File: src/design/opPath_cfg.svh
`ifndef OP_PATH_CFG_SVH
`define OP_PATH_CFG_SVH

// Width of a data or address word
`define OP_DATA_W 32

// Width of a register number, r0 to r15
`define OP_REG_W 4

// Cycles from the issue edge until the outputs show the instruction
`define OP_LATENCY 2

`endif

File: src/design/opPathPkg.sv
`include "opPath_cfg.svh"

package opPathPkg;

	typedef logic [`OP_DATA_W-1:0] word_t;
	typedef logic [`OP_REG_W-1:0]  regIdx_t;
	typedef logic [4:0]            shiftAmt_t;
	typedef logic [3:0]            flags_t;      // N Z C V from the high bit down
	typedef logic [3:0]            aluOp_t;      // ir[24:21]
	typedef logic [2:0]            instrClass_t; // ir[27:25]

	localparam instrClass_t CLS_DP_REG = 3'b000; // Shift by immediate, or mode 3 when ir[4] set
	localparam instrClass_t CLS_DP_IMM = 3'b001; // Rotated 8-bit immediate
	localparam instrClass_t CLS_MODE2  = 3'b010; // 12-bit offset
	localparam instrClass_t CLS_LSM    = 3'b100; // Load/store multiple
	localparam instrClass_t CLS_BRANCH = 3'b101; // B and BL

	localparam aluOp_t OP_AND = 4'h0;
	localparam aluOp_t OP_EOR = 4'h1;
	localparam aluOp_t OP_SUB = 4'h2;
	localparam aluOp_t OP_RSB = 4'h3;
	localparam aluOp_t OP_ADD = 4'h4;
	localparam aluOp_t OP_ADC = 4'h5;
	localparam aluOp_t OP_SBC = 4'h6;
	localparam aluOp_t OP_RSC = 4'h7;
	localparam aluOp_t OP_TST = 4'h8;
	localparam aluOp_t OP_TEQ = 4'h9;
	localparam aluOp_t OP_CMP = 4'hA;
	localparam aluOp_t OP_CMN = 4'hB;
	localparam aluOp_t OP_ORR = 4'hC;
	localparam aluOp_t OP_MOV = 4'hD;
	localparam aluOp_t OP_BIC = 4'hE;
	localparam aluOp_t OP_MVN = 4'hF;

endpackage

File: src/design/opBus.sv
`timescale 1ns/1ps

// Latched instruction and operands, from the input latch to the ALU stage
interface opBus;

	opPathPkg::word_t ir;
	opPathPkg::word_t rm;
	opPathPkg::word_t rn;
	opPathPkg::word_t pc;
	logic             valid; // High for one cycle per issued instruction

	modport source (output ir, rm, rn, pc, valid);
	modport sink   (input  ir, rm, rn, pc, valid);

endinterface

// Execute results, from the ALU stage to the result router
interface resBus;

	opPathPkg::word_t   result;   // ALU result, address or branch target
	opPathPkg::regIdx_t dest;     // rd, or r14 for branch and link
	logic               writeReg; // Register write wanted
	logic               isAddr;   // Memory class
	logic               isBranch; // Branch class
	opPathPkg::word_t   linkData; // Return address for BL

	modport source (output result, dest, writeReg, isAddr, isBranch, linkData);
	modport sink   (input  result, dest, writeReg, isAddr, isBranch, linkData);

endinterface

File: src/design/instrLatch.sv
`timescale 1ns/1ps

module instrLatch
(
	input  logic             clk,
	input  logic             reset,
	input  logic             issue,
	input  opPathPkg::word_t ir,
	input  opPathPkg::word_t rm,
	input  opPathPkg::word_t rn,
	input  opPathPkg::word_t pc,
	opBus.source             bus
);

	always_ff @(posedge clk)
	begin
		if (reset)
			bus.valid <= 1'b0;
		else
			bus.valid <= issue; // One-cycle strobe per instruction
	end

	// Operands only move on issue so the datapath stays quiet when idle
	always_ff @(posedge clk)
	begin
		if (issue)
		begin
			bus.ir <= ir;
			bus.rm <= rm;
			bus.rn <= rn;
			bus.pc <= pc;
		end
	end

endmodule

File: src/design/operandShifter.sv
`timescale 1ns/1ps
`include "opPath_cfg.svh"

module operandShifter
(
	input  opPathPkg::word_t ir,
	input  opPathPkg::word_t rm,
	input  logic             carryIn,
	output opPathPkg::word_t shifterOperand,
	output logic             carryOut
);

	opPathPkg::instrClass_t  instrClass;
	opPathPkg::shiftAmt_t    shiftAmt;  // Immediate shift amount
	opPathPkg::shiftAmt_t    rotAmt;    // Twice the rotate field
	logic [5:0]              longAmt;   // Amount 0 stands for 32 on LSR and ASR
	logic [`OP_DATA_W:0]     wide;      // Extra bit catches the shifted-out carry
	logic [2*`OP_DATA_W-1:0] doubled;   // Two copies side by side for rotates
	logic [4:0]              listCount; // Registers named in the list

	assign instrClass = ir[27:25];
	assign shiftAmt   = ir[11:7];
	assign rotAmt     = {ir[11:8], 1'b0};
	assign longAmt    = {shiftAmt == '0, shiftAmt};

	always_comb
	begin
		listCount = '0;
		for (int i = 0; i < 16; i++)
			listCount = listCount + 5'(ir[i]);
	end

	always_comb
	begin
		shifterOperand = '0;
		carryOut       = carryIn; // Non-shifting classes keep C
		wide           = '0;
		doubled        = '0;
		case (instrClass)
			opPathPkg::CLS_DP_IMM:
			begin
				doubled        = {24'd0, ir[7:0], 24'd0, ir[7:0]} >> rotAmt;
				shifterOperand = doubled[`OP_DATA_W-1:0];
				if (rotAmt != '0)
					carryOut = shifterOperand[`OP_DATA_W-1];
			end
			opPathPkg::CLS_DP_REG:
			begin
				if (ir[4])
					shifterOperand = {24'd0, ir[11:8], ir[3:0]}; // Mode 3 split offset
				else
				begin
					case (ir[6:5])
						2'b00: // LSL, amount 0 passes Rm and C
						begin
							wide           = {1'b0, rm} << shiftAmt;
							shifterOperand = wide[`OP_DATA_W-1:0];
							if (shiftAmt != '0)
								carryOut = wide[`OP_DATA_W];
						end
						2'b01: // LSR
						begin
							wide           = {rm, 1'b0} >> longAmt;
							shifterOperand = wide[`OP_DATA_W:1];
							carryOut       = wide[0];
						end
						2'b10: // ASR
						begin
							wide           = $signed({rm, 1'b0}) >>> longAmt;
							shifterOperand = wide[`OP_DATA_W:1];
							carryOut       = wide[0];
						end
						default: // ROR, amount 0 is RRX
						begin
							if (shiftAmt == '0)
							begin
								shifterOperand = {carryIn, rm[`OP_DATA_W-1:1]};
								carryOut       = rm[0];
							end
							else
							begin
								doubled        = {rm, rm} >> shiftAmt;
								shifterOperand = doubled[`OP_DATA_W-1:0];
								carryOut       = shifterOperand[`OP_DATA_W-1];
							end
						end
					endcase
				end
			end
			opPathPkg::CLS_MODE2:
				shifterOperand = {20'd0, ir[11:0]};
			opPathPkg::CLS_LSM:
				shifterOperand = {25'd0, listCount, 2'b00}; // Four bytes per register
			opPathPkg::CLS_BRANCH:
				shifterOperand = {{6{ir[23]}}, ir[23:0], 2'b00};
			default:
				shifterOperand = '0;
		endcase
	end

endmodule

File: src/design/operandAlu.sv
`timescale 1ns/1ps
`include "opPath_cfg.svh"

module operandAlu
(
	input  logic              clk,
	input  logic              reset,
	opBus.sink                src,
	resBus.source             dst,
	output opPathPkg::flags_t flags
);

	opPathPkg::instrClass_t instrClass;
	opPathPkg::aluOp_t      aluOp;
	opPathPkg::word_t       shifterOperand;
	logic                   shiftCarry;
	logic                   dpClass;
	logic                   memClass;
	logic                   brClass;
	logic                   isTest;   // TST, TEQ, CMP, CMN
	logic                   isArith;
	logic                   reverse;  // RSB and RSC swap the operands
	logic                   invert;   // Subtract by adding the complement
	logic                   addCin;
	opPathPkg::word_t       addA;
	opPathPkg::word_t       addB;
	logic [`OP_DATA_W:0]    sum;
	opPathPkg::word_t       logicRes;
	opPathPkg::word_t       aluRes;
	opPathPkg::word_t       memAddr;
	logic                   overflow;

	operandShifter shifter (.ir(src.ir), .rm(src.rm), .carryIn(flags[1]),
		.shifterOperand(shifterOperand), .carryOut(shiftCarry));

	assign instrClass = src.ir[27:25];
	assign aluOp      = src.ir[24:21];
	assign dpClass    = (instrClass == opPathPkg::CLS_DP_REG && !src.ir[4]) ||
		instrClass == opPathPkg::CLS_DP_IMM;
	assign memClass   = (instrClass == opPathPkg::CLS_DP_REG && src.ir[4]) ||
		instrClass == opPathPkg::CLS_MODE2 || instrClass == opPathPkg::CLS_LSM;
	assign brClass    = instrClass == opPathPkg::CLS_BRANCH;
	assign isTest     = aluOp inside {opPathPkg::OP_TST, opPathPkg::OP_TEQ,
		opPathPkg::OP_CMP, opPathPkg::OP_CMN};

	always_comb
	begin
		isArith  = 1'b0;
		reverse  = 1'b0;
		invert   = 1'b0;
		addCin   = 1'b0;
		logicRes = '0;
		case (aluOp)
			opPathPkg::OP_AND, opPathPkg::OP_TST: logicRes = src.rn & shifterOperand;
			opPathPkg::OP_EOR, opPathPkg::OP_TEQ: logicRes = src.rn ^ shifterOperand;
			opPathPkg::OP_ORR: logicRes = src.rn | shifterOperand;
			opPathPkg::OP_MOV: logicRes = shifterOperand;
			opPathPkg::OP_BIC: logicRes = src.rn & ~shifterOperand;
			opPathPkg::OP_MVN: logicRes = ~shifterOperand;
			default: isArith = 1'b1;
		endcase
		case (aluOp)
			opPathPkg::OP_ADD, opPathPkg::OP_CMN: addCin = 1'b0;
			opPathPkg::OP_SUB, opPathPkg::OP_CMP: {invert, addCin} = 2'b11;
			opPathPkg::OP_RSB: {reverse, invert, addCin} = 3'b111;
			opPathPkg::OP_ADC: addCin = flags[1];
			opPathPkg::OP_SBC: {invert, addCin} = {1'b1, flags[1]}; // Borrow is not C
			opPathPkg::OP_RSC: {reverse, invert, addCin} = {2'b11, flags[1]};
			default: addCin = 1'b0;
		endcase
	end

	assign addA     = reverse ? shifterOperand : src.rn;
	assign addB     = (reverse ? src.rn : shifterOperand) ^ {`OP_DATA_W{invert}};
	assign sum      = {1'b0, addA} + {1'b0, addB} + addCin;
	assign overflow = addA[`OP_DATA_W-1] == addB[`OP_DATA_W-1] &&
		sum[`OP_DATA_W-1] != addA[`OP_DATA_W-1];
	assign aluRes   = isArith ? sum[`OP_DATA_W-1:0] : logicRes;
	assign memAddr  = src.ir[23] ? src.rn + shifterOperand : src.rn - shifterOperand;

	// Logical ops take C from the shifter and leave V alone
	always_ff @(posedge clk)
	begin
		if (reset)
			flags <= '0;
		else if (src.valid && dpClass && (src.ir[20] || isTest))
			flags <= {aluRes[`OP_DATA_W-1], aluRes == '0, isArith ? sum[`OP_DATA_W] : shiftCarry,
				isArith ? overflow : flags[0]};
	end

	assign dst.result   = dpClass ? aluRes : (memClass ? memAddr : src.pc + 8 + shifterOperand);
	assign dst.dest     = brClass ? opPathPkg::regIdx_t'(14) : src.ir[15:12]; // r14 for BL
	assign dst.writeReg = src.valid && ((dpClass && !isTest) || (brClass && src.ir[24]));
	assign dst.isAddr   = src.valid && memClass;
	assign dst.isBranch = src.valid && brClass;
	assign dst.linkData = src.pc + 4;

endmodule

File: src/design/resultRouter.sv
`timescale 1ns/1ps

module resultRouter
(
	input  logic               clk,
	input  logic               reset,
	resBus.sink                src,
	output logic               regWe,
	output opPathPkg::regIdx_t regIdx,
	output opPathPkg::word_t   regData,
	output logic               addrValid,
	output opPathPkg::word_t   addr,
	output logic               branchTaken,
	output opPathPkg::word_t   branchTarget
);

	always_ff @(posedge clk)
	begin
		if (reset)
		begin
			regWe        <= 1'b0;
			regIdx       <= '0;
			regData      <= '0;
			addrValid    <= 1'b0;
			addr         <= '0;
			branchTaken  <= 1'b0;
			branchTarget <= '0;
		end
		else
		begin
			regWe       <= src.writeReg; // Strobes last a single cycle
			addrValid   <= src.isAddr;
			branchTaken <= src.isBranch;
			if (src.writeReg)
			begin
				regIdx  <= src.dest;
				regData <= src.isBranch ? src.linkData : src.result; // BL writes the link
			end
			if (src.isAddr)
				addr <= src.result;
			if (src.isBranch)
				branchTarget <= src.result;
		end
	end

endmodule

File: src/design/armOperandPath.sv
`timescale 1ns/1ps

module armOperandPath
(
	input  logic               clk,
	input  logic               reset,
	input  logic               issue,
	input  opPathPkg::word_t   ir,
	input  opPathPkg::word_t   rm,
	input  opPathPkg::word_t   rn,
	input  opPathPkg::word_t   pc,
	output logic               regWe,
	output opPathPkg::regIdx_t regIdx,
	output opPathPkg::word_t   regData,
	output logic               addrValid,
	output opPathPkg::word_t   addr,
	output logic               branchTaken,
	output opPathPkg::word_t   branchTarget,
	output opPathPkg::flags_t  flags
);

	opBus  opIf ();  // Latch to execute
	resBus resIf (); // Execute to router

	instrLatch latchStage (.clk(clk), .reset(reset), .issue(issue), .ir(ir), .rm(rm),
		.rn(rn), .pc(pc), .bus(opIf));

	operandAlu aluStage (.clk(clk), .reset(reset), .src(opIf), .dst(resIf), .flags(flags));

	resultRouter routerStage
	(
		.clk(clk),
		.reset(reset),
		.src(resIf),
		.regWe(regWe),
		.regIdx(regIdx),
		.regData(regData),
		.addrValid(addrValid),
		.addr(addr),
		.branchTaken(branchTaken),
		.branchTarget(branchTarget)
	);

endmodule

File: config.mk
export PLATFORM = sky130hd
export DESIGN_NAME = armOperandPath
export DESIGN_NICKNAME = d
export VERILOG_FILES = /design/src/design/opPathPkg.sv /design/src/design/opBus.sv /design/src/design/instrLatch.sv /design/src/design/operandShifter.sv /design/src/design/operandAlu.sv /design/src/design/resultRouter.sv /design/src/design/armOperandPath.sv
export VERILOG_INCLUDE_DIRS = /design/src /design/src/design
export SDC_FILE = /design/constraint.sdc
export NUM_CORES = 1
export LEC_CHECK = 0
export BUFFER_PORTS_ARGS = -buffer_cell sky130_fd_sc_hd__buf_2
export CORE_MARGIN = 8
export CORE_UTILIZATION = 40
export DETAILED_ROUTE_END_ITERATION = 6
export PLACE_DENSITY_LB_ADDON = 0.12
export SYNTH_ARGS = -nofsm -noshare
export SYNTH_HDL_FRONTEND = slang
export SYNTH_SLANG_ARGS = --single-unit
File: constraint.sdc
create_clock -name clk -period 12.55 [get_ports clk]
set_input_delay 1.8825 -clock clk [delete_from_list [all_inputs] [get_ports clk]]
set_output_delay 1.8825 -clock clk [all_outputs]
set_load 0.01 [all_outputs]
==> flow_summary.ini, run 1 <==
[outcome]
status = finished clean

[floorplan]
fp.dieArea_um2 = 72100
ios = 238
die_w_um = 269
num_rows = 92
initial_utilization_pct = 40.5
fp.dieH_um = 269
core-area_um2 = 63100

[timing]
fmaxAchievable_ghz = 0.0957
layout_min_cycle_time_ns = 10.45
finalHoldViolCount = 0
finalCritPeriodShare_pct = 83.3
skew_ns = 0.0455
setup_violations = 0
tightestPinTransition_ns = 1.22
tns_ns = 0
slew_headroom_pct = 17.8
maxSlewViolCount = 0
rsz0062_at_grt = false

[worst_setup_path]
r2r_cells = 30
rr_endpoint = routerStage.branchTarget[26]
cp.required_ns = 12.95
arrival_ns = 10.85
path_class = reg2reg
cp-end-kind = flop
max_stage_delay_ns = 0.87
critPathLaunchType = flop
regToRegSetupSlack_ns = 2.10
worst_path_max_delay_cell = a2111oi_0
crit_top_cell = fa_1
r2r-start = latchStage.bus.ir[1]
critPathMaxFanout = 10

[yosys]
synth_warnings = 0
syn_nets = 3473
ys_seq_elements = 232
yosysMostFrequentCell = nand2_1
synthTopCellsByCount = 322 x nand2_1, 321 x nor2_1, 313 x a21oi_1, 188 x o21ai_0, 164 x ha_1
async_reset_ff_share_pct = 0
seq_area_frac_synth_pct = 23.1
ys.flop_type = edfxtp_1
yosysUniqueCellTypes = 109
syn_area_per_cell_um2 = 8.07
synthTopCellsByArea = edfxtp_1 15%, dfxtp_1 8.5%, ha_1 8.0%, a21oi_1 6.1%, mux4_2 5.0%
synth_edf_count = 124
syn_inst = 3164
synth_top_area_share_pct = 14.6
synth_top_cell_by_area = edfxtp_1
syn_area_um2 = 25500

[pwr]
pwr-share-clk_pct = 21.3
ir_drop_mv = 0.126
p_sw_w = 0.00180
pwr-share-seq_pct = 24.4
combPwrFrac_pct = 54.3
p_per_area_nw_per_um2 = 137
switching_share_pct = 46.3
p_int_w = 0.00209
p_leak_nw = 11.5

[min_path]
hold_depth = 2
holdCritStartpoint = routerStage.branchTarget[12]
min_to = routerStage.branchTarget[12]
hp-class = reg2reg

[global_route]
grt_pass1_wl_um = 181000
grt_start_max_net_pins = 79
grt-ovfl-total = 0
grt_util_all_layers_pct = 33.7
grt_pass1_vias = 25370
antenna_found_initial = 7

[drt]
wl_um = 128000
drc_errors = 0
drtAntennaViolNets = 0
wire_per_inst_um = 30.8
num_vias = 27448
drt-initial-drc-count = 4214
drt-vias-per-instance = 6.61
first_pass_iters = 6

[cells_and_area]
drive_gt1_share_pct = 16.5
syn_to_final_growth_pct = 11.2
finalInstanceArea_um2 = 28400
fin_util_pct = 45.0
nets = 3591
num-fill-cells = 6393

[job]
cap_violations = 0

[clocking]
post-cts-setup-buffers = 0
clk_pin_slew_ns = 0.06
cts_resized = 0
h-tree-depth = 1
cts_buffer_depth = 3
hold_buffers = 0
clock_latency_ns = 0.61
numClockSinks = 232
cts_buffers = 27
root_buffer = clkbuf_16
cts_tree = built

[placement]
dp_hpwl_um = 96200
gp_congestion = 0.993
dpl-instance-area_um2 = 27500
placement.io_buffers = 233
power by group through the flow:
stage | clock [W] | sequential, W | combinational (W)
5_1_grt | 0.000872 | 0.000948 | 0.00225
3_5_place_dp | 0 | 0.000955 | 0.00202
2_1_floorplan | 0 | 0.000907 | 0.00138
3_3_place_gp | 0 | 0.000955 | 0.00200
6_report | 0.000829 | 0.000947 | 0.00211
4_1_cts | 0.000846 | 0.000939 | 0.00203
cell usage in the layout, fill, tap and decap left out, types with 12 or more instances in the layout:
| master | Yosys | final |
|---|---|---|
| a2111oi_0 | 13 | 12 |
| a211oi_1 | 60 | 60 |
| a21o_1 | 36 | 36 |
| a21oi_1 | 313 | 313 |
| a221oi_1 | 26 | 26 |
| a22o_1 | 13 | 13 |
| a22oi_1 | 29 | 29 |
| a31oi_1 | 37 | 37 |
| and2_1 | 21 | 20 |
| and3_1 | 24 | 24 |
| buf_2 | 36 | 231 |
| buf_4 | 8 | 94 |
| clkbuf_16 | 0 | 27 |
| dfxtp_1 | 108 | 108 |
| edfxtp_1 | 124 | 124 |
| fa_1 | 14 | 14 |
| ha_1 | 164 | 164 |
| inv_1 | 112 | 112 |
| mux2_2 | 44 | 44 |
| mux2i_1 | 111 | 111 |
| mux4_2 | 57 | 57 |
| nand2_1 | 322 | 321 |
| nand2b_1 | 21 | 21 |
| nand3_1 | 63 | 63 |
| nand4_1 | 22 | 22 |
| nor2_1 | 321 | 317 |
| nor2b_1 | 18 | 13 |
| nor3_1 | 73 | 72 |
| nor4_1 | 18 | 16 |
| o211ai_1 | 46 | 46 |
| o21a_1 | 25 | 25 |
| o21ai_0 | 188 | 187 |
| o21bai_1 | 12 | 12 |
| o221ai_1 | 24 | 24 |
| o22ai_1 | 40 | 40 |
| o31ai_1 | 24 | 24 |
| or2_2 | 12 | 12 |
| or3_1 | 26 | 26 |
| xnor2_1 | 124 | 124 |
| xor2_1 | 58 | 58 |
metrics by stage:
step           power, W  worst slack (ns)  hold slack (ns)  cells
4_1_cts         0.00382              2.25            0.452   4149
3_3_place_gp    0.00296              2.48            0.440   4099
3_5_place_dp    0.00298              2.32            0.444   4099
6_report        0.00388              2.10            0.451   4152
2_1_floorplan   0.00229              3.28            0.474   3164
5_1_grt         0.00407              1.63            0.469   4149
worst max-delay path: cells and delay by family, from the launching register on:
family | cells | cell delay (ns)
simple gates | 8 | 2.45
compound gates | 10 | 3.39
buf+inv | 2 | 0.23
fa+ha+maj | 7 | 2.97
flops | 1 | 0.56
xor+xnor | 3 | 0.64
kinds of logic (layout without fill, tap and decap cells):
family	Yosys count	in the layout	synth area share, %
compound gates	1014	1014	26.1
xor+xnor	182	182	6.25
fa+ha+maj	178	178	9.14
buf+inv	358	497	6.02
flops	232	232	23.1
mux	217	217	11.7
other cells	0	3	0
simple gates	983	983	17.7
how the worst max path moves through the flow:
stage	startpoint	slack (ns)	depth (start not counted)	endpoint
floorplan	latchStage.bus.ir[7]	3.28	37	routerStage.regData[30]
global placement	latchStage.bus.ir[11]	2.48	30	routerStage.addr[26]
detailed placement	latchStage.bus.ir[1]	2.32	30	routerStage.branchTarget[26]
CTS	latchStage.bus.ir[1]	2.25	30	routerStage.branchTarget[26]
global route	latchStage.bus.ir[1]	1.63	30	routerStage.branchTarget[26]
finish	latchStage.bus.ir[1]	2.10	30	routerStage.branchTarget[26]
registers in the layout, indices dropped and copies added, names as in the netlist:
signal / cells
aluStage.flags: 4
latchStage.bus.valid: 1
routerStage.branchTaken: 1
routerStage.regIdx: 4
routerStage.addrValid: 1
routerStage.branchTarget: 32
routerStage.addr: 32
latchStage.bus.pc: 32
latchStage.bus.ir: 28
latchStage.bus.rn: 32
routerStage.regData: 32
routerStage.regWe: 1
latchStage.bus.rm: 32
final cells by class:
| cell class | count | area [um^2] | area share [%] |
|---|---|---|---|
| well taps | 846 | 1060 | 3.73 |
| multi-input cells | 2574 | 18200 | 64.0 |
| repair buffers | 327 | 1890 | 6.67 |
| clock buffers | 37 | 753 | 2.65 |
| diodes | 3 | 7.51 | 0.0265 |
| flip-flops and latches | 232 | 5890 | 20.7 |
| clock inverters | 13 | 159 | 0.560 |
| inverters | 120 | 450 | 1.59 |
layer usage:
| layer | global-route usage, % | wire length (um) | part of all wire (%) |
|---|---|---|---|
| met5 | 0.810 | 79 | 0.062 |
| met4 | 9.00 | 3900 | 3.1 |
| met3 | 10.6 | 17600 | 14 |
| met2 | 46.0 | 49500 | 39 |
| met1 | 50.3 | 56800 | 44 |
No activity file was read; power rests on OpenSTA's default activity.
==> run 2, diff against run 1 <==
==> constraint.sdc (replaced) <==
create_clock -name clk -period 10.18 [get_ports clk]
set_input_delay 1.527 -clock clk [delete_from_list [all_inputs] [get_ports clk]]
set_output_delay 1.527 -clock clk [all_outputs]
set_load 0.01 [all_outputs]
==> run 2 against run 1 <==
Clock power rose by 30%. Core utilization rose by 0.30 points. Maximum frequency rose by 6.9%. Non-clock buffer count rose by 13. Register-to-register slack got worse by 1.7 ns. Worst setup slack got worse by 1.7 ns. Critical endpoint is now routerStage.regData[25]. Wire length fell by 0.26%. Cell area rose by 0.67%. Via count fell by 0.91%. Highest routed layer is now met4.
==> flow_summary.ini, run 2 (synthesis gave the netlist of run 1 again) <==
[outcome]
status = finished clean

[worst_setup_path]
cp-end-kind = flop
critPathMaxFanout = 6
crit_buf_inv = 2
arrival_ns = 10.27
path_class = reg2reg
critPathLaunchType = flop
worst_path_max_delay_cell = or4b_2
max_stage_delay_ns = 0.69
path_delay_family = adder cells
cp.required_ns = 10.67
crit_top_cell = fa_1

[clocking]
cts_tree = built
cts_buffers = 29
h-tree-depth = 1
cts_resized = 0
hold_buffers = 0
clk_pin_slew_ns = 0.06
cts_buffer_depth = 3
clock_latency_ns = 0.63
post-cts-setup-buffers = 0
root_buffer = clkbuf_16
numClockSinks = 232

[cells_and_area]
drive_gt1_share_pct = 17.0
nets = 3606
seqCellArea_um2 = 5890
multi_input_area_um2 = 18200
insertedDiodeCount = 0
syn_to_final_growth_pct = 11.9
layout_common_cells = 321 x nand2_1, 318 x nor2_1, 313 x a21oi_1
mostFrequentLayoutCell = nand2_1
num-fill-cells = 6387

[drt]
num_vias = 27197
drtAntennaViolNets = 0
drt-initial-drc-count = 3709
drt-vias-per-instance = 6.53
drc_errors = 0
wire_per_inst_um = 30.6
first_pass_iters = 6
wl_um = 127000

[pwr]
power_w = 0.00483
p_per_area_nw_per_um2 = 169
p_leak_nw = 11.6
ir_drop_mv = 0.166

[global_route]
grt_util_all_layers_pct = 33.8
antenna_found_initial = 3
grt-ovfl-total = 0
grt_start_max_net_pins = 117
grt_pass1_wl_um = 180000
grt_pass1_vias = 25113

[placement]
placement.io_buffers = 233
gp_congestion = 1.00
dp_hpwl_um = 96000

[floorplan]
num_rows = 92
die_w_um = 269
fp.dieH_um = 269
ios = 238
fp.dieArea_um2 = 72100
core-area_um2 = 63100
initial_utilization_pct = 40.5

[timing]
finalCritPeriodShare_pct = 96.0
holdWs_ns = 0.450
fmaxAchievable_ghz = 0.102
setup_violations = 0
maxSlewViolCount = 0
tightestPinTransition_ns = 1.37
slew_headroom_pct = 8.39
rsz0062_at_grt = false
finalHoldViolCount = 0
skew_ns = 0.0228
tns_ns = 0
layout_min_cycle_time_ns = 9.78

[min_path]
hp-class = reg2reg

[job]
cap_violations = 0
[run 2: metal layers]
layer  global-route usage (%)  part of all wire (%)  up-vias
met4                     10.0                   3.2        0
li1                         -                     -    12082
met5                        0                     0        -
met1                     50.9                    45    13168
met2                     44.8                    38     1732
met3                     10.8                    14      215
[run 2: path summary, 6_finish.rpt]
kind	from	end	slack, ns	depth (start not counted)
worst max-delay path	latchStage.bus.ir[1]	routerStage.regData[25]	0.40	31
worst min-delay path	routerStage.branchTarget[13]	routerStage.branchTarget[13]	0.45	2
worst max register to register	latchStage.bus.ir[1]	routerStage.regData[25]	0.40	31
worst min register to register	routerStage.branchTarget[13]	routerStage.branchTarget[13]	0.45	2
[run 2: cell type report]
type,instances,area share (%)
clock buffer,38,3.03
clock inverter,16,0.429
inverter,120,1.58
multi-input combinational,2574,63.6
sequential,232,20.6
tap,846,3.71
timing repair buffer,340,7.06
[run 2: stage by stage]
step	area, um^2	instances	utilization, %	setup WS [ns]
after global routing	28600	4166	45.3	0.0580
after detailed placement	27600	4112	43.7	0.681
after global placement	27600	4112	43.7	0.774
final	28600	4166	45.3	0.404
after floorplan	25500	3164	-	0.910
after CTS	28600	4166	45.3	0.632
[run 2: report_power, final]
group	leakage (nW)	switching, W	total, W	internal [W]
Clock	0.483	0.000473	0.00108	0.000606
Combinational	9.05	0.00165	0.00258	0.000936
Sequential	2.09	0.000120	0.00117	0.00105
Total	11.6	0.00224	0.00483	0.00259
[run 2: worst register-to-register path: cells and delay by family, from the launching register on]
kind,cells,cell delay (ns)
mux,2,0.66
xor+xnor,3,0.56
simple gates,6,1.80
flops,1,0.60
compound gates,11,2.91
fa+ha+maj,7,2.95
buf+inv,2,0.22
